--- src/logic/gnn_bank_pkg.sv ---
// Shared widths and packed stream types for the aggregation bank RTL and its testbench.
package gnn_bank_pkg;

    // One feature element. Sums wrap modulo 2**fv_size.
    localparam int fv_size = 16;

    localparam int node_id_size = 8; // Width of a node id.

    // One beat of feature data; element 0 sits in the low half.
    typedef logic [1:0][fv_size-1:0] fv_pair_t;

    // Edge packet from the stream former into the bank.
    typedef struct packed {
        logic                    sos;       // First beat of the stream.
        logic                    eos;       // Last beat of the stream.
        logic                    done_aggr; // Send sums to the RS after this stream.
        logic                    wb_en;     // Write sums back to the output SRAM.
        logic [node_id_size-1:0] node_id;
        fv_pair_t                fv_data;
    } edge_pkt_t;

    // Result stream towards the reservation station.
    typedef struct packed {
        logic                    sos;
        logic                    eos;
        logic [node_id_size-1:0] node_id;
        fv_pair_t                fv_data;
    } rs_pkt_t;

    // Request and write-back stream from the bank to the SRAM write port.
    typedef struct packed {
        logic                    req;         // Held while waiting for the port.
        logic                    grant_valid; // High on every beat of a granted stream.
        logic                    sos;
        logic                    eos;
        logic [node_id_size-1:0] node_id;
        fv_pair_t                data;
    } outbuf_pkt_t;

endpackage

--- src/logic/aggregation_bank.sv ---
// Aggregation bank: sums edge streams element-wise and sends the result to the RS or the SRAM.
`timescale 1ns/1ps

module aggregation_bank import gnn_bank_pkg::*; #(
    parameter int max_fv_num = 8
) (
    input  logic        clk,
    input  logic        reset,
    input  edge_pkt_t   edge_pkt,
    input  logic        req_grant,
    output rs_pkt_t     rs_pkt,
    output outbuf_pkt_t outbuf_pkt
);

    localparam int cnt_w = $clog2(max_fv_num);

    localparam logic [2:0] idle        = 3'd0;
    localparam logic [2:0] stream_in   = 3'd1;
    localparam logic [2:0] complete    = 3'd2;
    localparam logic [2:0] out_rs      = 3'd3;
    localparam logic [2:0] out_fv_wait = 3'd4;
    localparam logic [2:0] out_fv      = 3'd5;

    logic [max_fv_num-1:0][fv_size-1:0] buffer; // Running sums for the current node.
    logic [cnt_w-1:0]                   cnt;    // Element index, steps by two.
    logic [node_id_size-1:0]            cur_node;
    logic [2:0]                         state;
    logic                               take_beat;
    logic                               last_pair;

    // A beat is summed on the sos in IDLE and on every cycle of STREAM_IN.
    assign take_beat = (state == idle && edge_pkt.sos) || state == stream_in;
    assign last_pair = (cnt == cnt_w'(max_fv_num - 2));

    always_ff @(posedge clk or negedge reset) begin
        if (!reset) begin
            state      <= idle;
            cnt        <= '0;
            cur_node   <= '0;
            buffer     <= '0;
            rs_pkt     <= '0;
            outbuf_pkt <= '0;
        end else begin
            if (take_beat) begin
                buffer[cnt]   <= buffer[cnt] + edge_pkt.fv_data[0];
                buffer[cnt+1] <= buffer[cnt+1] + edge_pkt.fv_data[1];
                cnt           <= edge_pkt.eos ? '0 : cnt + cnt_w'(2); // Rewind at end of stream.
            end

            case (state)
                idle: begin
                    rs_pkt.sos             <= 1'b0;
                    rs_pkt.eos             <= 1'b0;
                    outbuf_pkt.req         <= 1'b0;
                    outbuf_pkt.grant_valid <= 1'b0;
                    outbuf_pkt.sos         <= 1'b0;
                    outbuf_pkt.eos         <= 1'b0;
                    if (edge_pkt.sos) begin
                        cur_node <= edge_pkt.node_id;
                        state    <= edge_pkt.eos ? complete : stream_in;
                    end
                end

                stream_in: begin
                    if (edge_pkt.eos) begin
                        state <= complete;
                    end
                end

                // Mode flags from the former are valid in this cycle only.
                complete: begin
                    if (edge_pkt.done_aggr) begin
                        rs_pkt.sos     <= 1'b1; // First RS beat goes out now.
                        rs_pkt.eos     <= 1'b0;
                        rs_pkt.node_id <= cur_node;
                        rs_pkt.fv_data <= buffer[cnt +: 2];
                        cnt            <= cnt + cnt_w'(2);
                        state          <= out_rs;
                    end else if (edge_pkt.wb_en) begin
                        outbuf_pkt.req <= 1'b1; // Ask for the SRAM port.
                        state          <= out_fv_wait;
                    end else begin
                        state <= idle; // Accumulate: sums stay in the buffer.
                    end
                end

                out_rs: begin
                    rs_pkt.sos     <= 1'b0;
                    rs_pkt.eos     <= last_pair;
                    rs_pkt.fv_data <= buffer[cnt +: 2];
                    if (last_pair) begin
                        buffer <= '0;
                        cnt    <= '0;
                        state  <= idle;
                    end else begin
                        cnt <= cnt + cnt_w'(2);
                    end
                end

                out_fv_wait: begin
                    if (req_grant) begin
                        outbuf_pkt.req         <= 1'b0; // Request ends as the stream starts.
                        outbuf_pkt.grant_valid <= 1'b1;
                        outbuf_pkt.sos         <= 1'b1;
                        outbuf_pkt.eos         <= 1'b0;
                        outbuf_pkt.node_id     <= cur_node;
                        outbuf_pkt.data        <= buffer[cnt +: 2];
                        cnt                    <= cnt + cnt_w'(2);
                        state                  <= out_fv;
                    end
                end

                out_fv: begin
                    outbuf_pkt.sos  <= 1'b0;
                    outbuf_pkt.eos  <= last_pair;
                    outbuf_pkt.data <= buffer[cnt +: 2];
                    if (last_pair) begin
                        buffer <= '0;
                        cnt    <= '0;
                        state  <= idle;
                    end else begin
                        cnt <= cnt + cnt_w'(2);
                    end
                end

                default: begin
                    state <= idle;
                end
            endcase
        end
    end

endmodule

--- src/logic/edge_stream_former.sv ---
// Input side of the bank: registers valid/last beats into marked edge packets with mode flags.
`timescale 1ns/1ps

module edge_stream_former import gnn_bank_pkg::*; (
    input  logic                    clk,
    input  logic                    reset,
    input  logic                    fv_valid,
    input  logic                    fv_last,
    input  logic                    mode_done,
    input  logic                    mode_wb,
    input  logic [node_id_size-1:0] node_id,
    input  fv_pair_t                fv_data,
    output edge_pkt_t               edge_pkt
);

    logic                    in_stream;   // A stream has started and not yet ended.
    logic                    first_beat;
    logic                    mode_done_q; // Mode levels seen on the first beat.
    logic                    mode_wb_q;
    logic                    sos_q;
    logic                    eos_q;
    logic                    done_q;
    logic                    wb_q;
    logic [node_id_size-1:0] node_q;
    fv_pair_t                data_q;

    assign first_beat = fv_valid && !in_stream;

    always_ff @(posedge clk or negedge reset) begin
        if (!reset) begin
            in_stream   <= 1'b0;
            mode_done_q <= 1'b0;
            mode_wb_q   <= 1'b0;
            sos_q       <= 1'b0;
            eos_q       <= 1'b0;
            done_q      <= 1'b0;
            wb_q        <= 1'b0;
        end else begin
            if (fv_valid) begin
                in_stream <= !fv_last; // Closes on the last beat.
            end
            if (first_beat) begin
                mode_done_q <= mode_done;
                mode_wb_q   <= mode_wb;
            end
            sos_q <= first_beat;
            eos_q <= fv_valid && fv_last;
            // Flags show for one cycle right after eos, when the bank is in COMPLETE.
            done_q <= eos_q && mode_done_q;
            wb_q   <= eos_q && mode_wb_q && !mode_done_q; // Done wins over write back.
        end
    end

    always_ff @(posedge clk) begin
        if (fv_valid) begin
            node_q <= node_id;
            data_q <= fv_data;
        end
    end

    assign edge_pkt = '{
        sos:       sos_q,
        eos:       eos_q,
        done_aggr: done_q,
        wb_en:     wb_q,
        node_id:   node_q,
        fv_data:   data_q
    };

endmodule

--- src/logic/gnn_bank_top.sv ---
// Top level of one aggregation bank: input former, bank and SRAM write port wired together.
`timescale 1ns/1ps

module gnn_bank_top import gnn_bank_pkg::*; #(
    parameter int max_fv_num = 8 // Feature elements per node, even and at least 4.
) (
    input  logic                                         clk,
    input  logic                                         reset,
    input  logic                                         fv_valid,
    input  logic                                         fv_last,
    input  logic                                         mode_done,
    input  logic                                         mode_wb,
    input  logic [node_id_size-1:0]                      node_id,
    input  fv_pair_t                                     fv_data,
    input  logic                                         sram_busy,
    output rs_pkt_t                                      rs_pkt,
    output logic                                         sram_we,
    output logic [node_id_size+$clog2(max_fv_num/2)-1:0] sram_addr,
    output fv_pair_t                                     sram_wdata
);

    edge_pkt_t   edge_pkt;
    outbuf_pkt_t outbuf_pkt;
    logic        req_grant;

    edge_stream_former u_former (
        .clk       (clk),
        .reset     (reset),
        .fv_valid  (fv_valid),
        .fv_last   (fv_last),
        .mode_done (mode_done),
        .mode_wb   (mode_wb),
        .node_id   (node_id),
        .fv_data   (fv_data),
        .edge_pkt  (edge_pkt)
    );

    aggregation_bank #(
        .max_fv_num (max_fv_num)
    ) u_bank (
        .clk        (clk),
        .reset      (reset),
        .edge_pkt   (edge_pkt),
        .req_grant  (req_grant),
        .rs_pkt     (rs_pkt),
        .outbuf_pkt (outbuf_pkt)
    );

    outbuf_write_port #(
        .max_fv_num (max_fv_num)
    ) u_write_port (
        .clk        (clk),
        .reset      (reset),
        .sram_busy  (sram_busy),
        .outbuf_pkt (outbuf_pkt),
        .req_grant  (req_grant),
        .sram_we    (sram_we),
        .sram_addr  (sram_addr),
        .sram_wdata (sram_wdata)
    );

endmodule

--- src/logic/outbuf_write_port.sv ---
// Output SRAM port: grants the bank's request and turns its write-back stream into SRAM writes.
`timescale 1ns/1ps

module outbuf_write_port import gnn_bank_pkg::*; #(
    parameter int max_fv_num = 8
) (
    input  logic                                                clk,
    input  logic                                                reset,
    input  logic                                                sram_busy,
    input  outbuf_pkt_t                                         outbuf_pkt,
    output logic                                                req_grant,
    output logic                                                sram_we,
    output logic [node_id_size+$clog2(max_fv_num/2)-1:0]        sram_addr,
    output fv_pair_t                                            sram_wdata
);

    localparam int idx_w  = $clog2(max_fv_num / 2);
    localparam int addr_w = node_id_size + idx_w;

    logic [node_id_size-1:0] node_q;    // Node of the stream in flight.
    logic [idx_w-1:0]        idx_q;     // Index of the next beat.
    logic [node_id_size-1:0] beat_node;
    logic [idx_w-1:0]        beat_idx;
    logic [addr_w-1:0]       beat_addr;

    // The sos beat carries its own node and restarts the index.
    assign beat_node = outbuf_pkt.sos ? outbuf_pkt.node_id : node_q;
    assign beat_idx  = outbuf_pkt.sos ? '0 : idx_q;
    assign beat_addr = addr_w'(beat_node) * addr_w'(max_fv_num / 2) + addr_w'(beat_idx);

    always_ff @(posedge clk or negedge reset) begin
        if (!reset) begin
            req_grant <= 1'b0;
            sram_we   <= 1'b0;
            node_q    <= '0;
            idx_q     <= '0;
        end else begin
            if (req_grant) begin
                if (outbuf_pkt.eos) begin
                    req_grant <= 1'b0; // Release once the last beat has passed.
                end
            end else if (outbuf_pkt.req && !sram_busy) begin
                req_grant <= 1'b1;
            end

            sram_we <= outbuf_pkt.grant_valid; // One write per stream beat.
            if (outbuf_pkt.grant_valid) begin
                node_q <= beat_node;
                idx_q  <= beat_idx + idx_w'(1);
            end
        end
    end

    always_ff @(posedge clk) begin
        if (outbuf_pkt.grant_valid) begin
            sram_addr  <= beat_addr;
            sram_wdata <= outbuf_pkt.data;
        end
    end

endmodule

--- config.mk ---
export PLATFORM = sky130hd
export DESIGN_NAME = gnn_bank_top
export DESIGN_NICKNAME = d
export VERILOG_FILES = /design/src/logic/gnn_bank_pkg.sv /design/src/logic/aggregation_bank.sv /design/src/logic/edge_stream_former.sv /design/src/logic/gnn_bank_top.sv /design/src/logic/outbuf_write_port.sv
export SDC_FILE = /design/constraint.sdc
export NUM_CORES = 1
export LEC_CHECK = 0
export BUFFER_PORTS_ARGS = -buffer_cell sky130_fd_sc_hd__buf_2
export CAP_MARGIN = 40
export CORE_MARGIN = 5
export CORE_UTILIZATION = 55
export CTS_CLUSTER_DIAMETER = 80
export DETAILED_ROUTE_END_ITERATION = 7
export PLACE_DENSITY_LB_ADDON = 0.2
export SETUP_SLACK_MARGIN = 0.4
export SYNTH_ARGS = -nofsm -noshare
export SYNTH_HDL_FRONTEND = slang
export SYNTH_SLANG_ARGS = --single-unit
--- constraint.sdc ---
create_clock -name clk -period 4.8 [get_ports clk]
set_clock_uncertainty 0.05 [all_clocks]
set_input_delay 0.48 -clock clk [delete_from_list [all_inputs] [get_ports clk]]
set_output_delay 0.48 -clock clk [all_outputs]
set_load 0.01 [all_outputs]
==> impl_metrics.xml <==
<?xml version="1.0" encoding="UTF-8"?>
<metrics>
  <group name="status">
    <metric name="run_status" unit="">complete, but fails checks</metric>
    <metric name="failed_checks" unit="">negative hold slack</metric>
  </group>
  <group name="drt">
    <metric name="detail_route.vias_per_cell" unit="">6.984</metric>
    <metric name="first_iter_violations" unit="">2215</metric>
    <metric name="num_vias" unit="">16014</metric>
    <metric name="avgRoutedWirePerCell" unit="um">27.29</metric>
    <metric name="drt_drc" unit="">0</metric>
    <metric name="antenna_violating_nets_post_route" unit="">0</metric>
    <metric name="wirelength" unit="um">62580</metric>
    <metric name="drtPass1Iterations" unit="">6</metric>
  </group>
  <group name="power">
    <metric name="p_sw" unit="W">0.008271</metric>
    <metric name="share_comb_of_total_power" unit="">0.554</metric>
    <metric name="pwr_density_cell" unit="nW/um2">834.3</metric>
    <metric name="cellInternalPower" unit="W">0.009510</metric>
    <metric name="p_total" unit="W">0.01778</metric>
    <metric name="power.share.sequential" unit="">0.275</metric>
    <metric name="power.share.switching" unit="">0.4651</metric>
    <metric name="ir_drop" unit="mV">0.4371</metric>
    <metric name="power_frac_clock" unit="">0.172</metric>
    <metric name="p_leak" unit="nW">8.861</metric>
  </group>
  <group name="setup_path">
    <metric name="delay_of_the_slowest_cell_on_the_worst_path" unit="ps">520</metric>
    <metric name="crit_fanout" unit="">13</metric>
    <metric name="slowest_stage" unit="">dfrtp_4</metric>
    <metric name="timing.setup.critical_path_class" unit="">flop to flop</metric>
    <metric name="critical_path_required" unit="ps">5150</metric>
    <metric name="worstPathCellList" unit="">ha_2 -&gt; xor2_4 -&gt; buf_12 -&gt; mux4_2 -&gt; mux2_2 -&gt; fa_1 -&gt; a21o_1 -&gt; a311o_1 -&gt; a21oi_2 -&gt; a21oi_1 -&gt; xor2_2 -&gt; buf_4 -&gt; a221oi_1 -&gt; a21oi_1</metric>
    <metric name="worst-endpoint-arrival" unit="ps">4700</metric>
    <metric name="startpoint_type" unit="">flop</metric>
    <metric name="critical_path.endpoint_type" unit="">flop</metric>
    <metric name="timing.critical_path.mode_cell" unit="">a21oi_1</metric>
  </group>
  <group name="floorplan">
    <metric name="chipHeight" unit="um">192.5</metric>
    <metric name="initial_core_util" unit="">0.5600</metric>
    <metric name="std_cell_rows" unit="">66</metric>
    <metric name="number_of_top_level_design_ports" unit="">132</metric>
    <metric name="die_w" unit="um">192.5</metric>
    <metric name="core_area" unit="um2">32700</metric>
    <metric name="area_of_the_die" unit="um2">37040</metric>
  </group>
  <group name="finish">
    <metric name="layout.filler_cells" unit="">2534</metric>
    <metric name="number_of_inserted_diodes" unit="">0</metric>
    <metric name="areaGrowthSynthToFinish" unit="%">16.39</metric>
    <metric name="layoutNonFillerInstCount" unit="">2293</metric>
    <metric name="layout.nets" unit="">1911</metric>
    <metric name="share_of_post_route_cells_with_drive_strength_above_1" unit="">0.2539</metric>
    <metric name="multi_input_comb_area" unit="um2">9185</metric>
    <metric name="finalInstanceArea" unit="um2">21310</metric>
    <metric name="sequential_cell_area" unit="um2">8650</metric>
  </group>
  <group name="clock_network">
    <metric name="numCtsBuffers" unit="">37</metric>
    <metric name="cts.reportedPaths.clkPinSlew" unit="ps">60</metric>
    <metric name="cts_tree" unit="">yes</metric>
    <metric name="cts.htree.levels" unit="">2</metric>
    <metric name="root_buffer" unit="">clkbuf_16</metric>
    <metric name="cts_num_sinks" unit="">329</metric>
    <metric name="clk-insertion-delay-late" unit="ps">550</metric>
    <metric name="cts_buffer_depth" unit="">3</metric>
  </group>
  <group name="yosys">
    <metric name="synth.yosys.warnings" unit="">0</metric>
    <metric name="synth_cells" unit="">1687</metric>
    <metric name="synth_cell_type_count" unit="">75</metric>
    <metric name="synth-edff-count" unit="">82</metric>
    <metric name="synth_fp_nets" unit="">1775</metric>
    <metric name="syn_area" unit="um2">18310</metric>
    <metric name="synth_ff_type" unit="">dfrtp_1</metric>
    <metric name="synth_async_sr_flop_share" unit="">0.7508</metric>
    <metric name="post_synth.cell_area_avg" unit="um2">10.85</metric>
    <metric name="synth-seq-cells" unit="">329</metric>
    <metric name="seq_area_frac_synth" unit="">0.4720</metric>
  </group>
  <group name="timing">
    <metric name="fmax" unit="MHz">230.1</metric>
    <metric name="post-route-period-util" unit="">0.9053</metric>
    <metric name="finalHoldViolCount" unit="">14</metric>
    <metric name="grt_setup_unrepaired" unit="">yes</metric>
    <metric name="worst-slew-pin-transition" unit="ps">959.8</metric>
    <metric name="final.hold.worst_slack" unit="ps">-28.95</metric>
    <metric name="slew_headroom" unit="">0.3556</metric>
    <metric name="slew_viol_final" unit="">0</metric>
    <metric name="post-route-min-period" unit="ps">4345</metric>
    <metric name="timing.setup.tns" unit="ps">0</metric>
    <metric name="setup_violations" unit="">0</metric>
  </group>
  <group name="min_path">
    <metric name="worst_hold_path_type" unit="">input port to async pin</metric>
  </group>
  <group name="run">
    <metric name="maxCapViolCount" unit="">0</metric>
  </group>
  <group name="global_route">
    <metric name="groute.usage.overall" unit="">0.3332</metric>
    <metric name="grt_max_degree" unit="">111</metric>
    <metric name="first_global_vias" unit="">15187</metric>
    <metric name="first_pass_grt_wire_length" unit="um">93940</metric>
    <metric name="grt_overflow" unit="">0</metric>
    <metric name="grt_antenna_before_repair" unit="">0</metric>
  </group>
  <group name="placed_design">
    <metric name="postPlaceCellArea" unit="um2">19810</metric>
    <metric name="gp_routability_congestion" unit="">1.033</metric>
    <metric name="place_hpwl" unit="um">41150</metric>
    <metric name="placedCellCount" unit="">2219</metric>
    <metric name="buffer_ports.inserted" unit="">131</metric>
  </group>
</metrics>
[worst paths after layout]
kind | endpoint | start | slack [ps] | depth (start not counted)
min in group clk | u_former.edge_pkt[16] | fv_data[16] | 60 | 1
hold reg to reg | u_write_port.sram_wdata[8] | u_bank.outbuf_pkt[8] | 390 | 0
max in group asynchronous | u_bank.rs_pkt[24] | reset | 3710 | 2
setup / recovery | u_bank.buffer[90] | u_bank.cnt[0] | 450 | 14
setup reg to reg | u_bank.buffer[90] | u_bank.cnt[0] | 450 | 14
hold / removal | u_bank.outbuf_pkt[35] | reset | -30 | 1
[metal layers]
layer | wire (um) | part of all wire | vias to the layer above | track usage
met5 | 0 | 0 | - | 0
met3 | 8613 | 0.14 | 238 | 0.09841
li1 | - | - | 6703 | -
met1 | 23770 | 0.38 | 7786 | 0.4651
met4 | 3713 | 0.059 | 0 | 0.1539
met2 | 26490 | 0.42 | 1287 | 0.4835
[registers in the layout, indices dropped and copies added, names as in the netlist, 2 cells and up]
signal / count
u_bank.buffer: 128
u_bank.cnt: 3
u_bank.cur_node: 8
u_bank.outbuf_pkt: 44
u_bank.rs_pkt: 42
u_bank.state: 3
u_former.edge_pkt: 32
u_former.node_q: 8
u_write_port.idx_q: 2
u_write_port.node_q: 8
u_write_port.sram_addr: 10
u_write_port.sram_wdata: 32
[cells by family after synthesis]
logic type,share of synthesized area
muxes,0.1527
adders and majority gates,0.02884
buffers and inverters,0.03498
AOI/OAI and AO/OA,0.2031
xor gates and xnor gates,0.01367
DFF,0.4720
and+or+nand+nor,0.09471
[layout by cell type, fill, tap and decap left out, drive strengths merged, types with 5 or more instances in the layout]
| cell type | Yosys | final |
|---|---|---|
| clkbuf | 98 | 50 |
| mux2i | 22 | 22 |
| inv | 32 | 36 |
| clkinv | 2 | 9 |
| o21ai | 194 | 194 |
| nand3 | 25 | 25 |
| nand2 | 172 | 172 |
| o211a | 15 | 15 |
| nor3 | 11 | 11 |
| xnor2 | 14 | 14 |
| buf | 29 | 222 |
| or2 | 9 | 9 |
| o211ai | 5 | 5 |
| mux2 | 66 | 66 |
| mux4 | 80 | 80 |
| a221oi | 73 | 73 |
| dfrtp | 247 | 247 |
| a21boi | 6 | 6 |
| o31ai | 6 | 6 |
| edfxtp | 82 | 82 |
| nor2 | 115 | 115 |
| and2 | 10 | 10 |
| nand2b | 7 | 7 |
| nor2b | 11 | 11 |
| and3 | 17 | 17 |
| a21o | 17 | 17 |
| nand3b | 8 | 8 |
| a21oi | 116 | 116 |
| bufinv | 0 | 7 |
| o221ai | 8 | 8 |
| a221o | 23 | 23 |
| a22oi | 31 | 31 |
| ha | 39 | 39 |
| xor2 | 12 | 12 |
| o22ai | 35 | 35 |
[cell usage after synthesis (all sizes together), types with 11 or more instances]
cell type | instances | share of area
nand2 | 172 | 0.035
xnor2 | 14 | 0.0071
inv | 32 | 0.0066
o211a | 15 | 0.0082
a221o | 23 | 0.013
nand3 | 25 | 0.0071
clkbuf | 98 | 0.020
o22ai | 35 | 0.012
a221oi | 73 | 0.035
o21ai | 194 | 0.053
a21oi | 116 | 0.032
dfrtp | 247 | 0.34
mux2 | 66 | 0.041
nor3 | 11 | 0.0036
a21o | 17 | 0.0070
nor2b | 11 | 0.0038
and3 | 17 | 0.0058
buf | 29 | 0.0079
nor2 | 115 | 0.024
a22oi | 31 | 0.013
ha | 39 | 0.027
mux2i | 22 | 0.013
xor2 | 12 | 0.0066
edfxtp | 82 | 0.13
mux4 | 80 | 0.099
[critical path: cells and delay by family (launching register included)]
family          cells  cell delay, ps
fa+ha+maj           2             680
flops               1             520
compound gates      6            1370
mux                 2             830
xor+xnor            2             360
buf+inv             2             380
[metrics by stage]
| step | setup WS (ps) | hold slack (ps) | utilization |
|---|---|---|---|
| after global routing | 360.7 | 37.27 | 0.6517 |
| after floorplan | 497.4 | 134.4 | - |
| final | 454.7 | -28.95 | 0.6517 |
| after detailed placement | 358.3 | 382.6 | 0.6058 |
| after global placement | 371.0 | 379.5 | 0.6028 |
| after CTS | 416.8 | 7.863 | 0.6465 |
[timing repair]
action,4_1_cts,5_1_grt
hold buffers,0,0
endpoints found under the hold margin,0,0
pin swaps,0,1
gates resized for setup,3,16
setup endpoints to repair,21,69
gates cloned,0,2
setup buffers,0,5
[final cells by class]
type	instances	share of cell area
Clock inverter	19	0.01403
Tap cell	442	0.02595
Clock buffer	48	0.04726
Sequential cell	329	0.4058
Timing Repair Buffer	224	0.06998
Inverter	34	0.005988
Multi-Input combinational cell	1197	0.4310
[power groups by stage]
stage	combinational [W]	clock (W)	sequential, W
global route	0.0104	0.00320	0.00496
global placement	0.00902	0	0.00479
finish	0.00984	0.00306	0.00488
floorplan	0.00587	0	0.00464
detailed placement	0.00925	0	0.00484
CTS	0.00936	0.00310	0.00481
No activity file was read; power rests on OpenSTA's default activity.
